`config.mk`:
```
export PLATFORM = sky130hd
export DESIGN_NAME = system
export DESIGN_NICKNAME = d
export VERILOG_FILES = /design/src/design/monitor_pkg.sv /design/src/design/system.sv /design/src/design/resp_format.sv /design/src/design/cmd_execute.sv /design/src/design/cmd_decode.sv /design/src/design/uart_tx.sv /design/src/design/uart_rx.sv
export SDC_FILE = /design/constraint.sdc
export NUM_CORES = 2
export LEC_CHECK = 0
export ABC_AREA = 1
export BUFFER_PORTS_ARGS = -buffer_cell sky130_fd_sc_hd__buf_2
export CORE_ASPECT_RATIO = 0.8
export CORE_MARGIN = 8
export CORE_UTILIZATION = 38
export DETAILED_ROUTE_END_ITERATION = 16
export PLACE_DENSITY = 0.64
export SLEW_MARGIN = 10
export SYNTH_ARGS = -nofsm -noshare
export SYNTH_HDL_FRONTEND = slang
export SYNTH_SLANG_ARGS = --single-unit
```
`constraint.sdc`:
```
create_clock -name clk -period 4.2 [get_ports clk]
set_input_delay 0.63 -clock clk [delete_from_list [all_inputs] [get_ports clk]]
set_output_delay 0.63 -clock clk [all_outputs]
set_load 0.01 [all_outputs]
```
`src/design/monitor_pkg.sv`:
```
`default_nettype none

package monitor_pkg;

   localparam int clkspeed = 40000000;
   localparam int baud = 115200;
   localparam int clks_per_bit = clkspeed / baud;

   // bit-time counter, shared by both uart blocks.
   localparam int bit_cnt_bits = $clog2(clks_per_bit);
   localparam logic [bit_cnt_bits-1:0] bit_last = bit_cnt_bits'(clks_per_bit - 1);
   localparam logic [bit_cnt_bits-1:0] half_last = bit_cnt_bits'(clks_per_bit / 2 - 1);

   localparam int ram_addr_bits = 8;

   // inter-byte timeout, in bit times and in cycles.
   localparam int gap_bits = 20;
   localparam int gap_cnt_bits = $clog2(gap_bits * clks_per_bit + 1);
   localparam logic [gap_cnt_bits-1:0] gap_last = gap_cnt_bits'(gap_bits * clks_per_bit);

   localparam logic [7:0] ack_byte = 8'h4B;
   localparam logic [7:0] bad_byte = 8'h3F;

   typedef enum logic [7:0] {
      op_write  = 8'h57,
      op_read   = 8'h52,
      op_led    = 8'h4C,
      op_switch = 8'h53
   } op_e;

   typedef struct packed {
      logic [7:0] op;
      logic [7:0] addr;
      logic [7:0] data;
   } cmd_t;

   typedef enum logic [1:0] {
      res_ack,
      res_data,
      res_bad
   } res_kind_e;

   typedef struct packed {
      res_kind_e  kind;
      logic [7:0] data;
   } result_t;

endpackage

`default_nettype wire
```
`src/design/system.sv`:
```
`timescale 1ns/100ps
`default_nettype none

module system (
   input  wire logic       clk,
   input  wire logic       rst,
   input  wire logic [7:0] sw,
   output logic [7:0]      led,
   input  wire logic       rxd,
   output logic            txd
);

   import monitor_pkg::*;

   logic       rx_valid;
   logic [7:0] rx_byte;
   logic       cmd_valid;
   cmd_t       cmd;
   logic       res_valid;
   result_t    res;
   logic       tx_start;
   logic [7:0] tx_byte;

   uart_rx uart_rx (
      .clk      (clk),
      .rst      (rst),
      .rxd      (rxd),
      .rx_valid (rx_valid),
      .rx_byte  (rx_byte)
   );

   cmd_decode cmd_decode (
      .clk       (clk),
      .rst       (rst),
      .rx_valid  (rx_valid),
      .rx_byte   (rx_byte),
      .cmd_valid (cmd_valid),
      .cmd       (cmd)
   );

   cmd_execute cmd_execute (
      .clk       (clk),
      .rst       (rst),
      .cmd_valid (cmd_valid),
      .cmd       (cmd),
      .sw        (sw),
      .led       (led),
      .res_valid (res_valid),
      .res       (res)
   );

   resp_format resp_format (
      .clk       (clk),
      .rst       (rst),
      .res_valid (res_valid),
      .res       (res),
      .tx_start  (tx_start),
      .tx_byte   (tx_byte)
   );

   // one response per frame keeps the transmitter idle at each start.
   uart_tx uart_tx (
      .clk      (clk),
      .rst      (rst),
      .tx_start (tx_start),
      .tx_byte  (tx_byte),
      .txd      (txd)
   );

endmodule

`default_nettype wire

```
`src/design/resp_format.sv`:
```
`timescale 1ns/100ps
`default_nettype none

module resp_format (
   input  wire logic       clk,
   input  wire logic       rst,
   input  wire logic       res_valid,
   input  monitor_pkg::result_t res,
   output logic            tx_start,
   output logic [7:0]      tx_byte
);

   import monitor_pkg::*;

   logic [7:0] byte_c;

   always_comb begin
      case (res.kind)
         res_ack:  byte_c = ack_byte;
         res_data: byte_c = res.data;
         default:  byte_c = bad_byte;
      endcase
   end

   always_ff @(posedge clk) begin
      if (rst) begin
         tx_start <= 1'b0;
      end else begin
         tx_start <= res_valid;
      end
   end

   always_ff @(posedge clk) begin
      tx_byte <= byte_c;
   end

endmodule

`default_nettype wire

```
`src/design/cmd_execute.sv`:
```
`timescale 1ns/100ps
`default_nettype none

module cmd_execute (
   input  wire logic       clk,
   input  wire logic       rst,
   input  wire logic       cmd_valid,
   input  monitor_pkg::cmd_t cmd,
   input  wire logic [7:0] sw,
   output logic [7:0]      led,
   output logic            res_valid,
   output monitor_pkg::result_t res
);

   import monitor_pkg::*;

   logic [7:0] ram [2**ram_addr_bits];

   res_kind_e  kind_c;
   logic       use_ram_c;

   // first pipeline stage.
   logic       valid_1;
   res_kind_e  kind_1;
   logic       use_ram_1;
   logic [7:0] sw_1;
   logic [7:0] rd_1;

   always_comb begin
      kind_c    = res_bad;
      use_ram_c = 1'b0;
      case (cmd.op)
         op_write: kind_c = res_ack;
         op_read: begin
            kind_c    = res_data;
            use_ram_c = 1'b1;
         end
         op_led: kind_c = res_ack;
         op_switch: kind_c = res_data;
         default: kind_c = res_bad;
      endcase
   end

   always_ff @(posedge clk) begin
      if (rst) begin
         valid_1   <= 1'b0;
         res_valid <= 1'b0;
         led       <= 8'h00;
      end else begin
         valid_1   <= cmd_valid;
         res_valid <= valid_1;
         if (cmd_valid && cmd.op == op_led) begin
            led <= cmd.data;
         end
      end
   end

   always_ff @(posedge clk) begin
      if (cmd_valid && cmd.op == op_write) begin
         ram[cmd.addr[ram_addr_bits-1:0]] <= cmd.data;
      end
      rd_1      <= ram[cmd.addr[ram_addr_bits-1:0]];
      kind_1    <= kind_c;
      use_ram_1 <= use_ram_c;
      sw_1      <= sw;
      res.kind  <= kind_1;
      res.data  <= use_ram_1 ? rd_1 : sw_1;
   end

endmodule

`default_nettype wire

```
`src/design/cmd_decode.sv`:
```
`timescale 1ns/100ps
`default_nettype none

module cmd_decode (
   input  wire logic       clk,
   input  wire logic       rst,
   input  wire logic       rx_valid,
   input  wire logic [7:0] rx_byte,
   output logic            cmd_valid,
   output monitor_pkg::cmd_t cmd
);

   import monitor_pkg::*;

   logic [1:0]              byte_cnt;
   logic [gap_cnt_bits-1:0] gap_cnt;
   logic [7:0]              op_q;
   logic [7:0]              addr_q;

   always_ff @(posedge clk) begin
      if (rst) begin
         byte_cnt  <= 2'd0;
         gap_cnt   <= '0;
         cmd_valid <= 1'b0;
      end else begin
         cmd_valid <= 1'b0;
         if (rx_valid) begin
            gap_cnt <= '0;
            case (byte_cnt)
               2'd0: byte_cnt <= 2'd1;
               2'd1: byte_cnt <= 2'd2;
               default: begin
                  byte_cnt  <= 2'd0;
                  cmd_valid <= 1'b1;
               end
            endcase
         end else if (byte_cnt != 2'd0) begin
            // stale partial frame, start over with an opcode.
            if (gap_cnt == gap_last) begin
               byte_cnt <= 2'd0;
               gap_cnt  <= '0;
            end else begin
               gap_cnt <= gap_cnt + 1'b1;
            end
         end
      end
   end

   always_ff @(posedge clk) begin
      if (rx_valid) begin
         case (byte_cnt)
            2'd0: op_q <= rx_byte;
            2'd1: addr_q <= rx_byte;
            default: begin
               cmd.op   <= op_q;
               cmd.addr <= addr_q;
               cmd.data <= rx_byte;
            end
         endcase
      end
   end

endmodule

`default_nettype wire

```
`src/design/uart_tx.sv`:
```
`timescale 1ns/100ps
`default_nettype none

module uart_tx (
   input  wire logic       clk,
   input  wire logic       rst,
   input  wire logic       tx_start,
   input  wire logic [7:0] tx_byte,
   output logic            txd
);

   import monitor_pkg::*;

   logic                    busy;
   logic [bit_cnt_bits-1:0] cnt;
   logic [3:0]              bits_left;
   logic [8:0]              shift;

   always_ff @(posedge clk) begin
      if (rst) begin
         txd       <= 1'b1;
         busy      <= 1'b0;
         cnt       <= '0;
         bits_left <= '0;
      end else if (!busy) begin
         if (tx_start) begin
            // start bit goes out right away.
            txd       <= 1'b0;
            busy      <= 1'b1;
            cnt       <= '0;
            bits_left <= 4'd9;
         end
      end else if (cnt == bit_last) begin
         cnt <= '0;
         if (bits_left == 4'd0) begin
            busy <= 1'b0;
         end else begin
            txd       <= shift[0];
            bits_left <= bits_left - 1'b1;
         end
      end else begin
         cnt <= cnt + 1'b1;
      end
   end

   // data bits then the stop bit, lsb first.
   always_ff @(posedge clk) begin
      if (!busy && tx_start) begin
         shift <= {1'b1, tx_byte};
      end else if (busy && cnt == bit_last) begin
         shift <= {1'b1, shift[8:1]};
      end
   end

endmodule

`default_nettype wire

```
`src/design/uart_rx.sv`:
```
`timescale 1ns/100ps
`default_nettype none

module uart_rx (
   input  wire logic       clk,
   input  wire logic       rst,
   input  wire logic       rxd,
   output logic            rx_valid,
   output logic [7:0]      rx_byte
);

   import monitor_pkg::*;

   typedef enum logic [1:0] {
      s_idle,
      s_start,
      s_data,
      s_stop
   } state_e;

   state_e                  state;
   logic                    rxd_meta;
   logic                    rxd_s;
   logic                    rxd_prev;
   logic [bit_cnt_bits-1:0] cnt;
   logic [2:0]              bit_idx;
   logic [7:0]              shift;

   assign rx_byte = shift;

   always_ff @(posedge clk) begin
      if (rst) begin
         rxd_meta <= 1'b1;
         rxd_s    <= 1'b1;
         rxd_prev <= 1'b1;
         state    <= s_idle;
         cnt      <= '0;
         bit_idx  <= '0;
         rx_valid <= 1'b0;
      end else begin
         rxd_meta <= rxd;
         rxd_s    <= rxd_meta;
         rxd_prev <= rxd_s;
         rx_valid <= 1'b0;
         case (state)
            s_idle: begin
               // wait for a high to low edge on the synchronized line.
               if (rxd_prev && !rxd_s) begin
                  state <= s_start;
                  cnt   <= '0;
               end
            end
            s_start: begin
               if (cnt == half_last) begin
                  cnt     <= '0;
                  bit_idx <= '0;
                  // a glitch shorter than half a bit is ignored.
                  state   <= rxd_s ? s_idle : s_data;
               end else begin
                  cnt <= cnt + 1'b1;
               end
            end
            s_data: begin
               if (cnt == bit_last) begin
                  cnt <= '0;
                  if (bit_idx == 3'd7) begin
                     state <= s_stop;
                  end
                  bit_idx <= bit_idx + 1'b1;
               end else begin
                  cnt <= cnt + 1'b1;
               end
            end
            default: begin
               if (cnt == bit_last) begin
                  rx_valid <= rxd_s;
                  state    <= s_idle;
               end else begin
                  cnt <= cnt + 1'b1;
               end
            end
         endcase
      end
   end

   // lsb arrives first.
   always_ff @(posedge clk) begin
      if (state == s_data && cnt == bit_last) begin
         shift <= {rxd_s, shift[7:1]};
      end
   end

endmodule

`default_nettype wire

```
# Word level (Yosys, flattened, before mapping)
# Memory sizes are Yosys's and may differ from the RTL's. A register that Yosys moved wholly into a read port is not among the register bits.
# Index checks and enable logic that the tools add are counted.
[word_totals]
ff_bits = 145
ram_bits = 2048
input_bits = 11
out_inout_bits = 9
word_cells = 137
memories = 1
[classes]
add_sub_neg = 5
n_eq_ne = 20
muxes = 44
bitwise = 3
reduce_logical = 33
[mem_list]
columns = ["name", "depth", "word_bits", "read_ports", "rd_ports_with_merged_regs", "write_ports", "line", "text"]
rows = [
  ["cmd_execute.ram", 256, 8, 1, 1, 1, "cmd_execute.sv:17", "logic [7:0] ram [2**ram_addr_bits];"],
]
[ops]
columns = ["operator", "n"]
rows = [
  ["9-bit 2-to-1 mux", 7],
  ["8-bit by 7-bit == test with 1-bit output, second input constant", 4],
  ["9-bit one-hot mux with 3 select lines", 1],
  ["8-bit 2-to-1 mux", 3],
  ["9-bit by 1-bit adder with 9-bit output, second input constant", 2],
  ["9-bit == test, second input constant", 2],
  ["2-bit 2-to-1 mux", 9],
  ["4-bit 2-to-1 mux", 4],
  ["8-bit one-hot mux with 2 select lines", 1],
  ["13-bit by 1-bit adder with 13-bit output, second input constant", 1],
  ["13-bit == test, second input constant", 1],
  ["13-bit 2-to-1 mux", 1],
  ["1-bit 2-to-1 mux", 12],
  ["2-bit nonzero test", 6],
  ["2-bit AND reduction", 5],
  ["2-bit OR reduction", 5],
  ["9-bit by 8-bit == test with 1-bit output, second input constant", 1],
  ["2-bit by 1-bit != test with 1-bit output, second input constant", 4],
  ["2-bit one-hot mux with 2 select lines", 2],
  ["2-bit by 1-bit == test with 1-bit output, second input constant", 3],
  ["1-bit logical AND", 6],
  ["2-bit zero test", 3],
  ["3-bit 2-to-1 mux", 2],
  ["2-bit one-hot mux with 3 select lines", 1],
  ["other kinds (14)", 19],
]

# Logic depth before layout (Yosys ltp)
[depth]
ltp_word = 4
mapped_depth = 15
ltp_nobuf = 14

# Hierarchy
# A second synthesis with hierarchy kept.
[hier_totals]
hier_cells = 8401
hier_area_um2 = 90496.8
[by_module_without_submodules]
columns = ["module", "n_inst", "cells_each", "area_each_um2", "seq_area_each_um2"]
rows = [
  ["cmd_execute", 1, 7886, 85633.4, 62279.7],
  ["cmd_decode", 1, 167, 2099.5, 1521.5],
  ["uart_rx", 1, 159, 1302.5, 600.6],
  ["uart_tx", 1, 158, 1194.9, 540.5],
  ["resp_format", 1, 31, 266.5, 180.2],
]

# Least setup slack after synthesis
# OpenSTA, ideal clock, no wires.
[synth_timing]
path_kind = "register to register"
startpoint = "register cmd_decode.cmd[0] (netlist name)"
endpoint = "memory cmd_execute.ram[0][0], data pin"
setup_ns = 0.821
arrival_time_ns = 3.243
required_ns = 3.379
setup_slack_ns = 0.136
stages_incl_launch_ff = 1
n_path_buf = 0
period_less_slack_ns = 4.064
path_cell_list = "edfxtp_1"
[synth_rtl]
columns = ["item", "line"]
rows = [
  ["end: declaration", "cmd_execute.sv:17"],
]
# Straight into the memory's write port.

# Final worst setup path
[layout_timing]
startpoint = "register cmd_decode.cmd[23] (netlist name)"
endpoint = "memory cmd_execute.ram[148][5], enable pin"
[layout_between]
elab_chain_len = 4
[layout_lines]
columns = ["item", "line", "text"]
rows = [
  ["8-bit by 7-bit == test with 1-bit output", "cmd_execute.sv:59", "if (cmd_valid && cmd.op == op_write) begin"],
  ["1-bit logical AND", "cmd_execute.sv:59", ""],
  ["1-bit 2-to-1 mux", "cmd_execute.sv:59", ""],
  ["1-bit 2-to-1 mux (implied by the code)", "cmd_execute.sv:60", "ram[cmd.addr[ram_addr_bits-1:0]] <= cmd.data;"],
]
# No other way between the ends.

==> reports/results.ini <==
[logic_synthesis]
synth_top_area_share_pct = 70.1
async_reset_ff_share_pct = 0
ys_types = 39
synth_ff_type = edfxtp_1
ys_ff_latch = 2201
yosys-top-cells-area = edfxtp_1 70%, nand2_1 18%, nand3_1 3.2%
synthCells = 8334
synth_edf_count = 2104
synth_seq_area_share_pct = 72.3
yosysWarnings = 0
postSynthAreaPerCell_um2 = 10.8
yosysTopAreaCell = edfxtp_1
syn-cell-area_um2 = 90100
synth_fp_nets = 8359

[route]
ant_nets = 0
drt_iter0_drc = 6695
wl_per_cell_um = 20.3
via_count = 59800
viasPerCell = 5.15
drt_wl_total_um = 235000
dr.pass1.iters = 6
drc = 0

[die]
num_rows = 160
core-area_um2 = 237000
die_w_um = 560
dieArea_um2 = 253000
io_pins = 20
start_util_pct = 38.1
die_h_um = 452

[finish]
drive_gt1_share_pct = 6.14
areaGrowthSynthToFinish_pct = 11.6
fillCellCount = 22000
stdcell_count = 11600
fin_nets = 8305

[sta]
fin_skew_ns = 0.0619
fin_crit_sh_pct = 88.4
setup_violations = 0
finalCriticalPeriod_ns = 3.71
max_slew_margin_pct = 22.7
setup_tns_ns = 0
hold_viol = 0
max_freq_mhz = 269
slew_violations = 0
worstMarginPinSlew_ns = 1.16
rsz0062_at_grt = no

[critical_path]
path_max_fanout = 13
worst_setup_path_start_kind = flop
crit_path_frequent_cell = nor2_1
critPathBufInv = 2
crit_family = simple AND/OR/NAND/NOR gates
slowest_delay_ns = 0.68
crit_chain = nor2_1 > nand2_1 > nor2_1 > inv_2 > nor3_2 > nand2_2 > nor3_2 > nand2_2 > buf_4 > nor2_1
required_ns = 4.64
arrival_ns = 4.15
cp-end-kind = flop
critical_path_class = flop to flop
cp_slowest_cell = nand2_2

[grt]
grt.total_usage_pct = 17.9
grt_max_degree = 166
met2_usage_pct = 27.2
grt_pass1_wl_um = 355000
grt_overflow = 0
use_met1_pct = 26.0
busiest_layer = met2
grt_pass1_vias = 57200
use_met3_pct = 4.27
antenna_found_initial = 3

[clock_tree]
clk_pin_slew_ns = 0.06
cts_sinks = 2201
cts_root_buf = clkbuf_16
numCtsBuffers = 205
cts.path.max_buffers = 4
h-tree-depth = 4
cts_tree = built
worstSkewPairLatency_ns = 0.86
cts_resized = 0

[status]
outcome = finished clean

[run]
maxCapViolations = 0

[place]
port_buffers = 19
gp_congestion = 0.865
hpwlAfterDp_um = 133000
dpl.cell_count = 11200

[power_and_ir_drop]
p_per_area_nw_per_um2 = 419
ir_drop_mv = 0.314
p_leak_nw = 38.1

[worst_hold_path]
min_path_type = input port to flop

layout make-up:
class / instances / area [um^2] / area share (%)
diodes: 2 / 5.00 / 0.00498
clock buffers: 262 / 5510 / 5.48
clock inverters: 101 / 933 / 0.929
inverters: 82 / 325 / 0.324
multi-input cells: 5589 / 22700 / 22.6
flip-flops and latches: 2201 / 65100 / 64.8
well taps: 3159 / 3950 / 3.93
repair buffers: 201 / 1930 / 1.92
worst paths after layout:
kind         slack [ns]  depth (start not counted)                      end             startpoint
max                0.49                         10  cmd_execute.ram[148][5]     cmd_decode.cmd[23]
min                0.26                          2    cmd_execute.res_valid                    rst
max reg2reg        0.49                         10  cmd_execute.ram[148][5]     cmd_decode.cmd[23]
min reg2reg        0.34                          0       cmd_execute.res[9]  cmd_execute.kind_1[1]
layer usage:
layer	routed length, um	up-vias
li1	-	27900
met1	102000	28900
met2	103000	2618
met3	24100	376
met4	5800	6
met5	47	-
cells by family after synthesis:
logic type | after synthesis | synth area share, %
xor gates and xnor gates | 3 | 0.0292
buffers and inverters | 544 | 2.59
and+or+nand+nor | 5375 | 23.7
adders and majority gates | 14 | 0.194
muxes | 8 | 0.100
DFF | 2201 | 72.3
AOI/OAI and AO/OA | 189 | 1.10
report_power, final:
part / internal, W / leakage (nW) / switching, W
sequential: 0.0237 / 19.7 / 0.0000130
combinational: 0.0000420 / 15.3 / 0.0000736
clock: 0.0103 / 3.13 / 0.00803
total: 0.0340 / 38.1 / 0.00812
synthesized netlist by cell type, types with 2 or more instances:
| cell | count |
|---|---|
| a211oi_1 | 3 |
| a21oi_1 | 33 |
| a221oi_1 | 2 |
| a31oi_1 | 2 |
| and3_1 | 2 |
| buf_1 | 54 |
| buf_2 | 205 |
| buf_4 | 3 |
| buf_6 | 3 |
| clkbuf_1 | 197 |
| dfxtp_1 | 97 |
| edfxtp_1 | 2104 |
| ha_1 | 14 |
| inv_1 | 77 |
| inv_2 | 4 |
| mux2_2 | 8 |
| nand2_1 | 4213 |
| nand3_1 | 585 |
| nand4_1 | 131 |
| nor2_1 | 400 |
| nor3_1 | 20 |
| nor3_2 | 4 |
| nor3b_1 | 5 |
| nor4_1 | 3 |
| o21ai_0 | 59 |
| o21ai_1 | 85 |
| or2_2 | 8 |
| xor2_1 | 2 |
registers in the layout (all words and copies together), names as in the netlist, 8 cells and up:
register             flops
cmd_execute.led          8
cmd_execute.res         10
resp_format.tx_byte      8
cmd_decode.gap_cnt      13
uart_rx.rx_byte          8
cmd_decode.addr_q        8
cmd_execute.rd_1         8
uart_rx.cnt              9
cmd_decode.op_q          8
cmd_execute.sw_1         8
cmd_execute.ram       2048
cmd_decode.cmd          24
uart_tx.cnt              9
uart_tx.shift            8
repair_timing:
| item | 4_1_cts | 5_1_grt |
|---|---|---|
| hold buffers | 9 | 0 |
| setup buffers | 0 | 0 |
| hold endpoints to repair | 9 | 0 |
through the flow:
stage / util, % / hold slack, ns / worst slack (ns) / total power [W] / cell area [um^2]
6_report: 42.5 / 0.263 / 0.486 / 0.0421 / 101000
5_1_grt: 42.5 / 0.254 / 0.359 / 0.0432 / 101000
4_1_cts: 42.5 / 0.224 / 0.440 / 0.0423 / 101000
3_5_place_dp: 39.7 / 0.312 / 0.490 / 0.0243 / 94000
3_3_place_gp: 39.7 / 0.329 / 0.522 / 0.0243 / 94000
2_1_floorplan: - / 0.310 / 0.136 / 0.0242 / 90100
cell usage in the layout, fill, tap and decap left out, drive strengths merged, types with 2 or more instances in the layout:
master and count:
o21ai 144, edfxtp 2104, a21oi 33, xor2 2, nor3b 6, or2 8
mux2 8, clkinvlp 7, nand2 4214, clkinv 75, diode 2, nand4 131
dlygate4sd3 9, dfxtp 97, bufinv 17, ha 14, clkbuf 262, a211oi 3
o31ai 2, inv 84, buf 192, a31oi 2, a221oi 2, nor4 3
and3 2, nand3 585, nor2 401, nor3 25
Power figures use the tool's default switching activity.
